**config.mk**
```make
export PLATFORM = sky130hd
export DESIGN_NAME = fetch_addr_select
export DESIGN_NICKNAME = d
export VERILOG_FILES = /design/src/verilog/fetch_pkg.sv /design/src/verilog/fetch_addr_select.sv
export VERILOG_INCLUDE_DIRS = /design/src /design/src/include
export SDC_FILE = /design/constraint.sdc
export NUM_CORES = 1
export LEC_CHECK = 0
export BUFFER_PORTS_ARGS = -buffer_cell sky130_fd_sc_hd__buf_2
export CAP_MARGIN = 15
export CORE_MARGIN = 2
export CORE_UTILIZATION = 43
export DETAILED_ROUTE_END_ITERATION = 10
export PLACE_DENSITY = 0.87
export SYNTH_ARGS = -nofsm -noshare
export SYNTH_HDL_FRONTEND = slang
export SYNTH_SLANG_ARGS = --single-unit
```
**constraint.sdc**
```tcl
create_clock -name clk -period 2.9 [get_ports clk]
set_input_delay 0.145 -clock clk [delete_from_list [all_inputs] [get_ports clk]]
set_output_delay 0.145 -clock clk [all_outputs]
set_load 0.02 [all_outputs]
```
**src/include/fetch_params.svh**
```systemverilog
`ifndef FETCH_PARAMS_SVH
`define FETCH_PARAMS_SVH

// virtual fetch line address, byte address bits 31:4
`define FETCH_LINE_W 28

// one cache line of instruction bytes
`define FETCH_DATA_W 128

// instruction TLB
`define FETCH_TLB_ENTRIES 8
`define FETCH_VPN_W 20  // line address bits 27:8
`define FETCH_PFN_W 20

// physical line is 3 frame bits over 8 page offset line bits
`define FETCH_PLINE_W 11

// per bank geometry
`define FETCH_SETS 16
`define FETCH_SET_W 4   // physical line bits 4:1
`define FETCH_TAG_W 6   // physical line bits 10:5

`endif
```
**src/verilog/fetch_pkg.sv**
```systemverilog
`default_nettype none

`include "fetch_params.svh"

package fetch_pkg;

    // control flow source, highest value wins
    typedef enum logic [1:0] {
        CF_SEQ     = 2'd0,
        CF_BRANCH  = 2'd1,
        CF_RESTEER = 2'd2,
        CF_INIT    = 2'd3
    } cf_sel_e;

    typedef struct packed {
        logic [`FETCH_VPN_W-1:0] vpn;
        logic [`FETCH_PFN_W-1:0] pfn;
        logic                    valid;
        logic                    present;
        logic                    rw;
        logic                    pcd;    // page is MMIO
    } tlb_entry_t;

    typedef struct packed {
        logic [`FETCH_PLINE_W-1:0] pline;
        logic                      hit;
        logic                      miss;
        logic                      prot;
    } tlb_result_t;

    typedef struct packed {
        logic [`FETCH_DATA_W-1:0] data;
        logic                     valid;
        logic                     miss;
        logic                     tlb_miss;
        logic                     prot;
    } fetch_line_t;

    typedef struct packed {
        logic [`FETCH_PLINE_W-1:0] addr;
        logic                      bank;   // 0 is the even bank
    } mem_req_t;

    typedef enum logic {
        BANK_LOOKUP    = 1'b0,
        BANK_WAIT_FILL = 1'b1
    } bank_state_e;

endpackage

`default_nettype wire

```
**src/verilog/fetch_addr_select.sv**
```systemverilog
`default_nettype none
`timescale 1ns/1ps

`include "fetch_params.svh"

// fetch address for one bank: control flow target or the sequential register
module fetch_addr_select (
    input  wire                      clk,
    input  wire                      reset_i,
    input  wire [`FETCH_LINE_W-1:0]  init_fip_i,
    input  wire [`FETCH_LINE_W-1:0]  bp_fip_i,
    input  wire [`FETCH_LINE_W-1:0]  wb_fip_i,
    input  wire                      init_i,
    input  wire                      resteer_i,
    input  wire                      branch_i,
    input  wire                      ld_i,
    output logic [`FETCH_LINE_W-1:0] fip_o
);

    fetch_pkg::cf_sel_e       cf_sel;
    logic [`FETCH_LINE_W-1:0] fip_q;

    //////////////////////////////
    // control flow priority
    //////////////////////////////

    always_comb begin
        if (init_i) begin
            cf_sel = fetch_pkg::CF_INIT;
        end else if (resteer_i) begin
            cf_sel = fetch_pkg::CF_RESTEER;
        end else if (branch_i) begin
            cf_sel = fetch_pkg::CF_BRANCH;
        end else begin
            cf_sel = fetch_pkg::CF_SEQ;
        end
    end

    always_comb begin
        case (cf_sel)
            fetch_pkg::CF_INIT:    fip_o = init_fip_i;
            fetch_pkg::CF_RESTEER: fip_o = wb_fip_i;
            fetch_pkg::CF_BRANCH:  fip_o = bp_fip_i;
            default:               fip_o = fip_q;   // no control flow
        endcase
    end

    //////////////////////////////
    // sequential address register
    //////////////////////////////

    // both banks interleave, so each one steps two lines
    always_ff @(posedge clk) begin
        if (reset_i) begin
            fip_q <= '0;
        end else if (ld_i) begin
            fip_q <= fip_o + `FETCH_LINE_W'(2);
        end
    end

endmodule

`default_nettype wire

```
======== After elaboration in Yosys (flattened, before gate mapping) ========
Index checks and enable logic that the tools add are counted.
W data, S select, Z words.
storage, ports and cells
  register bits ........................... 28
  output and inout port bits .............. 28
  logic and storage cells ................. 9
  bits of input ports ..................... 90
cells by class
  eq/ne operators ......................... 3
  add/sub/neg operators ................... 1
  muxes and demuxes ....................... 4
operator list
  operator                 count
  $pmux W28 S3             1
  $add A28 B2 Y28 const B  1
  $eq A2 B2 Y1 const B     2
  $mux W2                  2
  $eq A2 B1 Y1 const B     1
  $mux W1                  1

======== Logic depth before layout (Yosys ltp) ========
Gate-level depths: netlist (run 1).
  depth in word-level cells ............... 6
  mapped depth ............................ 13
  depth with buffers taken out ............ 11

======== Worst setup path after synthesis (run 1) ========
Ideal clock, no wire load.
  kind .................................... input port to flip-flop
  start point ............................. input init_i
  end point ............................... register fip_q[19]
  setup slack ............................. -0.224 ns
  stages .................................. 13
  buffers on the path ..................... 5
  required time ........................... 2.809 ns
  arrival time ............................ 3.033 ns
  cell sequence ........................... buf_2 > clkbuf_1 > buf_2 > buf_1 > clkbuf_1 > nand2_1 > o21ai_0 > ha_1 > nand4b_1 > nor2_1 > nand3_2 > or2_0 > a311oi_1
between the ends
  word-level cells in the longest chain between the ends .. 4
RTL lines
  what                                                 line                     source
  start, declared                                      fetch_addr_select.sv:13  input wire init_i,
  $mux W2 (*)                                          fetch_addr_select.sv:28  if (init_i) begin
  $eq A2 B1 Y1 / $eq A2 B2 Y1 (equally long branches)  fetch_addr_select.sv:40  case (cf_sel)
  $pmux W28 S3 (*)                                     fetch_addr_select.sv:40
  named net fip_o[2]                                   fetch_addr_select.sv:17  output logic [`FETCH_LINE_W-1:0] fip_o
  $add A28 B2 Y28 (*)                                  fetch_addr_select.sv:57  fip_q <= fip_o + `FETCH_LINE_W'(2);
  end signal, assigned                                 fetch_addr_select.sv:57
  end, declared                                        fetch_addr_select.sv:21  logic [`FETCH_LINE_W-1:0] fip_q;
Mark *: on every way through the listed nets, which the timed path passes. The rest lies on a longest branch.
A chain may end at the register's enable or synchronous reset.

======== Worst setup path after layout (run 1) ========
  start point ............................. input resteer_i
  end point ............................... register fip_q[24]
between the ends
  word-level cells in the longest chain between the ends .. 5
RTL lines
  what                                                 line                     source
  start, declared                                      fetch_addr_select.sv:14  input wire resteer_i,
  $mux W2 (*)                                          fetch_addr_select.sv:30  end else if (resteer_i) begin
  $mux W2 (*)                                          fetch_addr_select.sv:28
  $eq A2 B1 Y1 / $eq A2 B2 Y1 (equally long branches)  fetch_addr_select.sv:40
  $pmux W28 S3 (*)                                     fetch_addr_select.sv:40
  $add A28 B2 Y28 (*)                                  fetch_addr_select.sv:57
Mark *: on every way between the ends. The rest lies on a longest branch, timed or not.

==> results of run 1 <==
metrics by stage:
step | setup slack, ns | total power (uW) | hold WS (ns) | std cells | instance area, sq um
2_1_floorplan | 0.0388 | 730 | 0.417 | 325 | 2470
3_3_place_gp | 0.307 | 902 | 0.432 | 516 | 3220
3_5_place_dp | 0.245 | 910 | 0.454 | 516 | 3220
4_1_cts | 0.505 | 1220 | 0.207 | 520 | 3290
5_1_grt | 0.286 | 1280 | 0.222 | 520 | 3290
6_report | 0.496 | 1230 | 0.208 | 520 | 3290
kinds of logic after synthesis:
| logic type | Yosys count | synth area share [%] |
|---|---|---|
| buffers and inverters | 41 | 6.90 |
| multiplexers | 26 | 10.9 |
| adder cells (fa/ha/maj) | 1 | 0.508 |
| AND/OR/NAND/NOR | 121 | 26.1 |
| AO/OA/AOI/OAI | 90 | 26.5 |
| flip-flops | 28 | 22.7 |
| XOR/XNOR | 18 | 6.40 |
layout make-up:
cell class / count / area, sq um
clock buffers: 3 / 41.3
well taps: 72 / 90.1
flip-flops and latches: 28 / 561
clock inverters: 1 / 30.0
inverters: 21 / 78.8
fillers: 506 / 2220
multi-input cells: 256 / 1740
repair buffers: 139 / 751
worst paths after layout:
check,from,to,slack (ns),cells past startpoint
hold reg to reg,fip_q[9],fip_q[9],0.47,2
setup reg to reg,fip_q[1],fip_q[24],0.51,7
hold / removal,reset_i,fip_q[0],0.21,2
setup / recovery,resteer_i,fip_q[24],0.50,8
where the power goes:
| group | internal, uW | switching [uW] | leakage, uW |
|---|---|---|---|
| clock network | 185 | 131 | 0.0000357 |
| logic | 202 | 270 | 0.00129 |
| registers | 418 | 20.2 | 0.000232 |
per-layer routing:
layer / track usage [%] / up-vias / part of all wire (%)
li1: - / 1448 / -
met1: 32.9 / 1388 / 44
met2: 44.0 / 147 / 47
met3: 2.38 / 28 / 6.6
met4: 10.3 / 0 / 2.7
met5: 0 / - / 0
placed cells by master, fill, tap and decap left out, types with 2 or more instances in the layout:
cell type,synthesis,layout
a31oi_1,3,3
o221ai_1,3,3
o21a_1,3,3
nand2_1,36,36
xor2_1,9,9
or3_1,2,2
mux2i_1,20,20
a221oi_1,3,3
xnor2_1,9,9
a21o_1,2,2
and2_1,2,2
nor2b_1,12,12
mux2_2,6,6
a211o_1,3,3
a222oi_1,5,5
a311o_1,2,2
buf_2,4,117
o211ai_1,2,2
a32oi_1,2,2
o21ai_0,16,15
clkbuf_8,0,3
nor2_1,22,22
nor3b_1,6,6
a221o_1,2,2
nand4_1,7,7
or2_2,3,3
dfxtp_1,28,28
and3_1,3,3
a22o_1,5,5
nor3_1,4,4
buf_4,1,22
a21oi_1,9,9
a211oi_1,9,9
o22ai_1,9,9
nand3_2,2,2
nand2b_1,4,4
nand3_1,8,8
o31ai_1,5,5
inv_1,20,20
==> results.md, run 1 <==
* Die H at 79.7 um
* Share of cells above drive strength 1 at 35.7%
* Dpl hpwl at 6.41 mm
* Routed vias/inst at 5.79
* Hold-fix buffers, CTS at 0
* Yosys reg bits at 28
* CTS tree: done
* CP max FO at 17
* I/O pins at 118
* Worst Max-Slew Pin Slew at 0.642 ns
* Total Routed Length at 8.33 mm
* Slowest CP cell: or4b_2
* Clk root buf: clkbuf_8
* Wire length per cell at 16.0 um
* Top_reg_cell synth: dfxtp_1
* Period utilisation layout at 82.9%
* Yosys warnings at 0
* Cell taking the most area after synthesis: dfxtp_1
* Final Util at between 50% and 60%
* Overflow after GRT at 0
* Final Hold Violating Endpoints at 0
* RSZ-0062 raised after global routing: false
* Drc violations at 0
* Total Nets Final at 540
* Gr usage total at between 20% and 30%
* Max FFs per register at 28
* Area Growth Syn to Fin at 33.5%
* Clock Latency Late Sink at 0.28 ns
* Biggest regs: fip_q: 28 flops
* Leak at around 0.0016 uW
* VDD IR max at ~250 uV
* TritonCTS Buffers at 3
* Initial core utilization at ~45%
* Sequential fraction of the synthesis area at 22.7%
* Maximum clock frequency at 416 MHz
* WP data arrival at about 2.6 ns
* Pins Over Slew Limit at 0
* Biggest register: fip_q
* Cell Area, Synth at 2460 sq um
* Input/output buffers at 117
* Max incr delay on CP at 0.72 ns
* Final antenna-violating net count at 0
* Vias in the first global route at around 2800
* Post-route minimum period at 2.40 ns
* Initial DRC Count at 198
* CP endpoint kind: flip-flop
* Critical-path cell list: buf_2 > nor2b_1 > a221oi_1 > or4b_2 > nor4_4 > nand3_2 > or4_1 > nand3_1
* TritonRoute pass-1 iters at 6
* Asr flop ratio synth at 0%
* WP buf/inv at 1
* Setup TNS at 0 ns
* Startpoint Class: input pin
* Final Wtd Congestion at roughly 0.9
* Post-CTS sizing at 0
* Status: finished, final reports clean
* Syn_area_per_cell at 7.58 sq um
* Top cells by count, synth: nand2_1 (36), dfxtp_1 (28), nor2_1 (22)
* Row count at 27
* Syn nets at 416
* Die width at 79.7 um
* DR vias at 3011
* Final setup fails at 0
* Post-synth EDFFs at 0
* Top delay family on crit path: simple AND/OR/NAND/NOR gates
* Initial antenna violation count at 0
* Core ar. at 5510 sq um
* CTS H-tree depth at 1
* Top-count cell post-synth: nand2_1
* Max_cap viols at 0
* Top cell type's share of synthesized area at 22.7%
* Max_slew headroom at between 50% and 60%
* Worst Skew at 0.00676 ns
* Yosys cell types at 60
* Required @ worst endpoint at 3.13 ns
* Global-route wire length before repair at about 13 mm
* Largest net degree at the start of global routing at 31
* Synth Instances at 325
* Synth top area cells: dfxtp_1 (23%), mux2i_1 (8.1%), nand2_1 (5.5%)
* Worst Hold Class: input pin to flip-flop
* Clk slew on worst S/H paths at 0.10 ns
* Clock tree sinks at 28
* # diodes at 0
* Postcts setup bufs at 0
* PD cells at 373 nW/um^2
* Critical path class: input pin to flip-flop
* Die area at 6350 sq um
* CTS max path bufs at 2
Power figures use the tool's default switching activity.
==> run 2: changes to the inputs <==
--- a/config.mk
+++ b/config.mk
@@ -6,12 +6,13 @@
 export SDC_FILE = /design/constraint.sdc
 export NUM_CORES = 1
 export LEC_CHECK = 0
+export ABC_AREA = 1
 export BUFFER_PORTS_ARGS = -buffer_cell sky130_fd_sc_hd__buf_2
 export CAP_MARGIN = 15
 export CORE_MARGIN = 2
-export CORE_UTILIZATION = 43
+export CORE_UTILIZATION = 50
 export DETAILED_ROUTE_END_ITERATION = 10
-export PLACE_DENSITY = 0.87
+export PLACE_DENSITY = 0.91
 export SYNTH_ARGS = -nofsm -noshare
 export SYNTH_HDL_FRONTEND = slang
 export SYNTH_SLANG_ARGS = --single-unit
==> constraint.sdc (replaced) <==
create_clock -name clk -period 2.3 [get_ports clk]
set_input_delay 0.115 -clock clk [delete_from_list [all_inputs] [get_ports clk]]
set_output_delay 0.115 -clock clk [all_outputs]
set_load 0.02 [all_outputs]
==> results.md, run 2 <==
* Die width at 82.2 um (+3.1%)
* Max incr delay on CP at 0.27 ns (-0.45 ns)
* Setup TNS at 0 ns (unchanged)
* Final Hold Violating Endpoints at 0 (unchanged)
* Filler instances at 521 (+3.0%)
* Global-route wire length before repair at 14.4 mm (+11%)
* Sequential fraction of the synthesis area at 18.3% (-4.4 points)
* Drc violations at 0 (unchanged)
* Clk slew on worst S/H paths at 0.10 ns (about the same)
* TritonCTS Buffers at 3 (unchanged)
* Post-route minimum period at 1.93 ns
* Row count at 28 (+3.7%)
* Worst Max-Slew Pin Slew at 0.770 ns (+0.127 ns)
* Most frequent cells in the layout: nand2_1 (129), buf_2 (117), inv_1 (72), nand3_1 (69), nor2_1 (44)
* Max FFs per register at 28 (unchanged)
* Synth Instances at 521 (+60%)
* Clock Latency Late Sink at 0.28 ns (about the same)
* Post-synth EDFFs at 0 (unchanged)
* Initial antenna violation count at 0 (unchanged)
* Largest net degree at the start of global routing at 34 (+9.7%)
* Area Growth Syn to Fin at 23.3%
* Cell taking the most area after synthesis: dfxtp_1
* Gr usage total at 27.4% (+1.7 points)
* Synth top area cells: dfxtp_1 (18%), nand2_1 (16%), nand3_1 (11%)
* Worst Skew at 0.00332 ns (-0.00343 ns)
* Hold-fix buffers, CTS at 0 (unchanged)
* Maximum clock frequency at approximately 520 MHz
* Critical path class: input pin to flip-flop
* Wire length per cell at 13.4 um (-17%)
* Syn_area_per_cell at 5.86 sq um (-23%)
* CTS H-tree depth at 1 (unchanged)
* Postcts setup bufs at 0 (unchanged)
* Required @ worst endpoint at 2.49 ns (-0.64 ns)
* Vias in the first global route at 3160 (+11%)
* Total power at 1620 uW (+32%)
* Biggest register: fip_q
* Total Nets Final at 725 (+34%)
* Most common cell after layout, fill and taps aside: nand2_1
* Final Wtd Congestion at 0.977 (+8.3%)
* Top-count cell post-synth: nand2_1
* CP dominant cell by count: nand2_1
* Top cell type's share of synthesized area at 18.3% (-4.4 points)
* Top cells by count, synth: nand2_1 (129), inv_1 (72), nand3_1 (69)
* Syn nets at 612 (+47%)
* Initial DRC Count at 359 (+81%)
* VDD IR max at 248 uV (-0.45%)
* Top_reg_cell synth: dfxtp_1
* Dpl hpwl at 7.52 mm (+17%)
* PD cells at 431 nW/um^2 (+16%)
* Clk root buf: clkbuf_8
* RSZ-0062 raised after global routing: false
* Core ar. at 5920 sq um (+7.5%)
* Final antenna-violating net count at 0 (unchanged)
* WP buf/inv at 4 (+3)
* Yosys cell types at 34 (-43%)
* CP endpoint kind: flip-flop
* Worst hold margin at 0.207 ns (-0.000548 ns)
* Final Util at 63.6% (+3.9 points)
* Final setup fails at 0 (unchanged)
* Initial core utilization at 51.6% (+6.8 points)
* Routed vias/inst at 5.29 (-8.7%)
* I/O pins at 118 (unchanged)
* Die area at 6750 sq um (+6.3%)
* Max_cap viols at 0 (unchanged)
* TritonRoute pass-1 iters at 6 (unchanged)
* Pins Over Slew Limit at 0 (unchanged)
* Critical-path cell list: buf_2 > buf_4 > nand2_1 > nand4_1 > nand2_2 > inv_1 > ha_1 > nand3_1 > nor2_2 > nand2_1 > nor2_2 > nand3_1 > nand2_1 > nand3_1 > nand2_1 > inv_1
* Biggest regs: fip_q: 28 flops
* CP max FO at 21 (+4)
* DR vias at 3743 (+24%)
* # diodes at 0 (unchanged)
* Input/output buffers at 117 (unchanged)
* Period utilisation layout at 83.9%
* Leak at 0.00202 uW (+29%)
* CTS max path bufs at 2 (unchanged)
* Post-CTS sizing at 0 (unchanged)
* WP data arrival at 2.12 ns (-0.52 ns)
* Yosys reg bits at 28 (unchanged)
* Overflow after GRT at 0 (unchanged)
* Die H at 82.2 um (+3.1%)
* Max_slew headroom at 48.6% (-8.1 points)
* Top delay family on crit path: simple AND/OR/NAND/NOR gates
* Status: finished, final reports clean
* Slowest CP cell: buf_4
* CTS tree: done
* Share of cells above drive strength 1 at 33.6% (-2.1 points)
* Yosys warnings at 0 (unchanged)
* Cell Area, Synth at 3060 sq um (+24%)
* Startpoint Class: input pin
* Worst Hold Class: input pin to flip-flop
* Total Routed Length at 9.46 mm (+14%)
* Clock tree sinks at 28 (unchanged)
* Asr flop ratio synth at 0% (unchanged)
run 2: cell count changes after synthesis, sizes merged, moves of 8 or more:
| cell | before | now |
|---|---|---|
| a21oi | 9 | 28 |
| xnor2 | 9 | 1 |
| a211oi | 9 | 0 |
| nor2b | 12 | 0 |
| nand3 | 10 | 73 |
| nand2 | 36 | 157 |
| nand4 | 7 | 21 |
| inv | 20 | 81 |
| o22ai | 9 | 0 |
| nor2 | 23 | 74 |
| mux2i | 20 | 0 |
run 2: cell families after synthesis:
group,count (synthesis),synth area share [%]
xor gates and xnor gates,6,1.72
buffers and inverters,103,14.5
AOI/OAI and AO/OA,52,9.09
adders and majority gates,1,0.409
and+or+nand+nor,331,56.0
DFF,28,18.3
run 2: per-layer routing:
layer	vias up	part of all wire, %	track usage, %
met4	0	3.0	9.00
met3	27	9.8	3.91
met1	1667	41	33.2
met2	187	47	49.4
met5	-	0	0
li1	1862	-	-
run 2: tightest hold or removal path, delay by kind of cell:
kind	cells	cell delay, ns
buffers and inverters	1	0.08
AND/OR/NAND/NOR	4	0.26
run 2: layout make-up:
type                            count  area (sq um)  share of cell area, %
Multi-Input combinational cell    390          2050                   54.5
Timing Repair Buffer              130           683                   18.1
Sequential cell                    28           561                   14.9
Inverter                           81           304                   8.07
Tap cell                           75          93.8                   2.49
Clock buffer                        3          41.3                   1.10
Clock inverter                      1          30.0                  0.797
run 2: path summary, 6_finish.rpt:
path                     from   endpoint  slack (ns)  depth (start not counted)
hold reg to reg      fip_q[3]   fip_q[3]        0.50                          2
setup reg to reg     fip_q[2]  fip_q[25]        0.41                         13
setup / recovery       init_i  fip_q[25]        0.37                         16
hold / removal    bp_fip_i[0]   fip_q[0]        0.21                          5
run 2: power breakdown:
part	internal, uW	switching [uW]	total [uW]	leakage (uW)
clock	233	163	397	0.0000357
combinational	238	451	689	0.00175
sequential	524	13.5	537	0.000233
total	995	628	1620	0.00202
run 2: through the flow:
stage                     worst slack, ns  std cells  cell area [sq um]
after floorplan                     0.241        521               3060
after global placement              0.244        704               3690
after detailed placement            0.115        704               3690
after CTS                           0.416        708               3770
after global routing                0.190        708               3770
final                               0.370        708               3770
==> run 3: changes to the inputs <==
--- a/config.mk
+++ b/config.mk
@@ -10,9 +10,9 @@
 export BUFFER_PORTS_ARGS = -buffer_cell sky130_fd_sc_hd__buf_2
 export CAP_MARGIN = 15
 export CORE_MARGIN = 2
-export CORE_UTILIZATION = 50
+export CORE_UTILIZATION = 45
 export DETAILED_ROUTE_END_ITERATION = 10
-export PLACE_DENSITY = 0.91
+export PLACE_DENSITY = 0.86
 export SYNTH_ARGS = -nofsm -noshare
 export SYNTH_HDL_FRONTEND = slang
 export SYNTH_SLANG_ARGS = --single-unit
==> constraint.sdc (replaced) <==
create_clock -name clk -period 1.65 [get_ports clk]
set_input_delay 0.0825 -clock clk [delete_from_list [all_inputs] [get_ports clk]]
set_output_delay 0.0825 -clock clk [all_outputs]
set_load 0.02 [all_outputs]
==> results.md, run 3 (synthesized netlist as in run 2, its figures left out) <==
* Most frequent cells in the layout: nand2_1 (125), buf_2 (115), inv_1 (70), nand3_1 (66), buf_4 (56)
* Die area at 7460 sq um (+11%)
* CTS max path bufs at 2 (unchanged)
* Hold path cells at 5 (unchanged)
* CP dominant cell by count: nand2_1
* Max_cap viols at 0 (unchanged)
* Global-route wire length before repair at 16.3 mm (+13%)
* Worst Hold Path EP: fip_q[0]
* Final Hold Violating Endpoints at 0 (unchanged)
* VDD IR max at 339 uV (+37%)
* Biggest regs: fip_q: 28 flops
* Filler instances at 593 (+14%)
* Routed vias/inst at 5.26 (-0.45%)
* Clk slew on worst S/H paths at 0.11 ns (about the same)
* TritonRoute pass-1 iters at 5 (-1)
* R2r endpoint: fip_q[25]
* Final antenna-violating net count at 0 (unchanged)
* TritonCTS Buffers at 3 (unchanged)
* Clk root buf: clkbuf_8
* CTS H-tree depth at 1 (unchanged)
* Period utilisation layout at 101%
* Biggest register: fip_q
* DR vias at 4000 (+6.9%)
* PD cells at 578 nW/um^2 (+34%)
* Wire length per cell at 14.1 um (+5.4%)
* Core ar. at 6680 sq um (+13%)
* Failing checks: negative setup slack
* Status: finished, violations left
* Overflow after GRT at 0 (unchanged)
* RSZ-0062 raised after global routing: true
* Worst r2r src: fip_q[1]
* Clock Latency Late Sink at 0.29 ns (about the same)
* Worst Max-Slew Pin Slew at 0.456 ns (-0.313 ns)
* CP endpoint kind: flip-flop
* Setup TNS at -0.0396 ns (-0.0396 ns)
* Worst Hold Class: input pin to flip-flop
* Max_slew headroom at 69.5% (+21 points)
* Drc violations at 0 (unchanged)
* Post-route minimum period at 1.67 ns
* Initial DRC Count at 423 (+18%)
* Required @ worst endpoint at 1.84 ns (-0.65 ns)
* Area Growth Syn to Fin at 39.2%
* Total power at 2460 uW (+52%)
* Dpl hpwl at 8.21 mm (+9.2%)
* Pins Over Slew Limit at 0 (unchanged)
* Largest net degree at the start of global routing at 25 (-26%)
* Startpoint Class: flip-flop
* Worst Skew at 0.00966 ns (+0.00634 ns)
* Gr usage total at 26.9% (-0.41 points)
* Multi-input gate area at 2150 sq um (+4.5%)
* Slowest CP cell: dfxtp_2
* Initial core utilization at 45.7% (-5.9 points)
* Worst Hold Launch: bp_fip_i[0]
* Share of cells above drive strength 1 at 40.3% (+6.6 points)
* Final setup fails at 2 (+2)
* Initial antenna violation count at 0 (unchanged)
* Max FFs per register at 28 (unchanged)
* Max incr delay on CP at 0.33 ns (+0.06 ns)
* CP max FO at 5 (-76%)
* Final cell area excluding filler cells at 4250 sq um (+13%)
* Reg2reg path depth at 14 (+1)
* I/O pins at 118 (unchanged)
* Die H at 86.4 um (+5.1%)
* WP data arrival at 1.87 ns (-0.25 ns)
* R2R Setup Slk at -0.02 ns (-0.43 ns)
* Total Routed Length at 10.7 mm (+13%)
* Vias in the first global route at 3698 (+17%)
* Worst setup margin at -0.0230 ns (-0.393 ns)
* Critical-path cell list: inv_1 > nand2_1 > nand2_2 > clkinv_4 > ha_4 > nand3_4 > nor2_4 > nand2_4 > nor2_4 > nand3_2 > nand2_1 > nand3_1 > nand2_1 > inv_1
* Most common cell after layout, fill and taps aside: nand2_1
* Critical path class: flip-flop to flip-flop
* Row count at 30 (+7.1%)
* Clock tree sinks at 28 (unchanged)
* FF+latch area at 563 sq um (+0.45%)
* # diodes at 0 (unchanged)
* Maximum clock frequency at 598 MHz
* Die width at 86.4 um (+5.1%)
* CTS tree: done
* Input/output buffers at 117 (unchanged)
* Placed cell area at 4050 sq um (+9.7%)
* Leak at 0.00228 uW (+13%)
* Total Nets Final at 772 (+6.5%)
* Final Wtd Congestion at 0.934 (-4.4%)
run 3: layer usage:
metal / vias up / routed length (um) / global-route usage, %
li1: 1961 / - / -
met1: 1796 / 4240 / 32.6
met2: 211 / 5200 / 49.0
met3: 32 / 974 / 3.52
met4: 0 / 281 / 8.81
met5: - / 0 / 0
run 3: metrics by stage:
stage / setup slack [ns] / hold WS, ns / cells / utilization [%]
floorplan: -0.172 / 0.384 / 521 / -
global placement: -0.185 / 0.424 / 751 / 60.6
detailed placement: -0.270 / 0.462 / 751 / 60.6
CTS: 0.00891 / 0.170 / 755 / 61.7
global route: -0.148 / 0.188 / 760 / 63.7
finish: -0.0230 / 0.164 / 760 / 63.7
run 3: power by group:
part           leakage [uW]  switching [uW]  internal, uW
Clock             0.0000357             236           325
Combinational       0.00201             693           454
Sequential         0.000233            20.1           731
run 3: worst max-delay path, delay by kind of cell (launching register included):
family,cells,cell delay [ns]
simple gates,10,0.96
buf+inv,3,0.16
flops,1,0.33
fa+ha+maj,1,0.13
run 3: repair_timing:
action                     4_1_cts  5_1_grt
pin swaps                        1       20
setup endpoints to repair        1       21
gates resized for setup          0       27
hold buffers                     0        0
buffers inserted                 0        5
run 3: cell type report:
class,count,area share (%)
clock buffer,3,0.971
timing repair buffer,177,25.0
clock inverter,1,0.706
inverter,81,7.27
tap,80,2.35
multi-input combinational,390,50.5
sequential,28,13.2
run 3: worst max path at each step:
stage          startpoint         to
2_1_floorplan      init_i  fip_q[13]
3_3_place_gp       init_i  fip_q[25]
3_5_place_dp       init_i  fip_q[25]
4_1_cts          fip_q[1]  fip_q[25]
5_1_grt          fip_q[1]  fip_q[25]
6_report         fip_q[1]  fip_q[25]
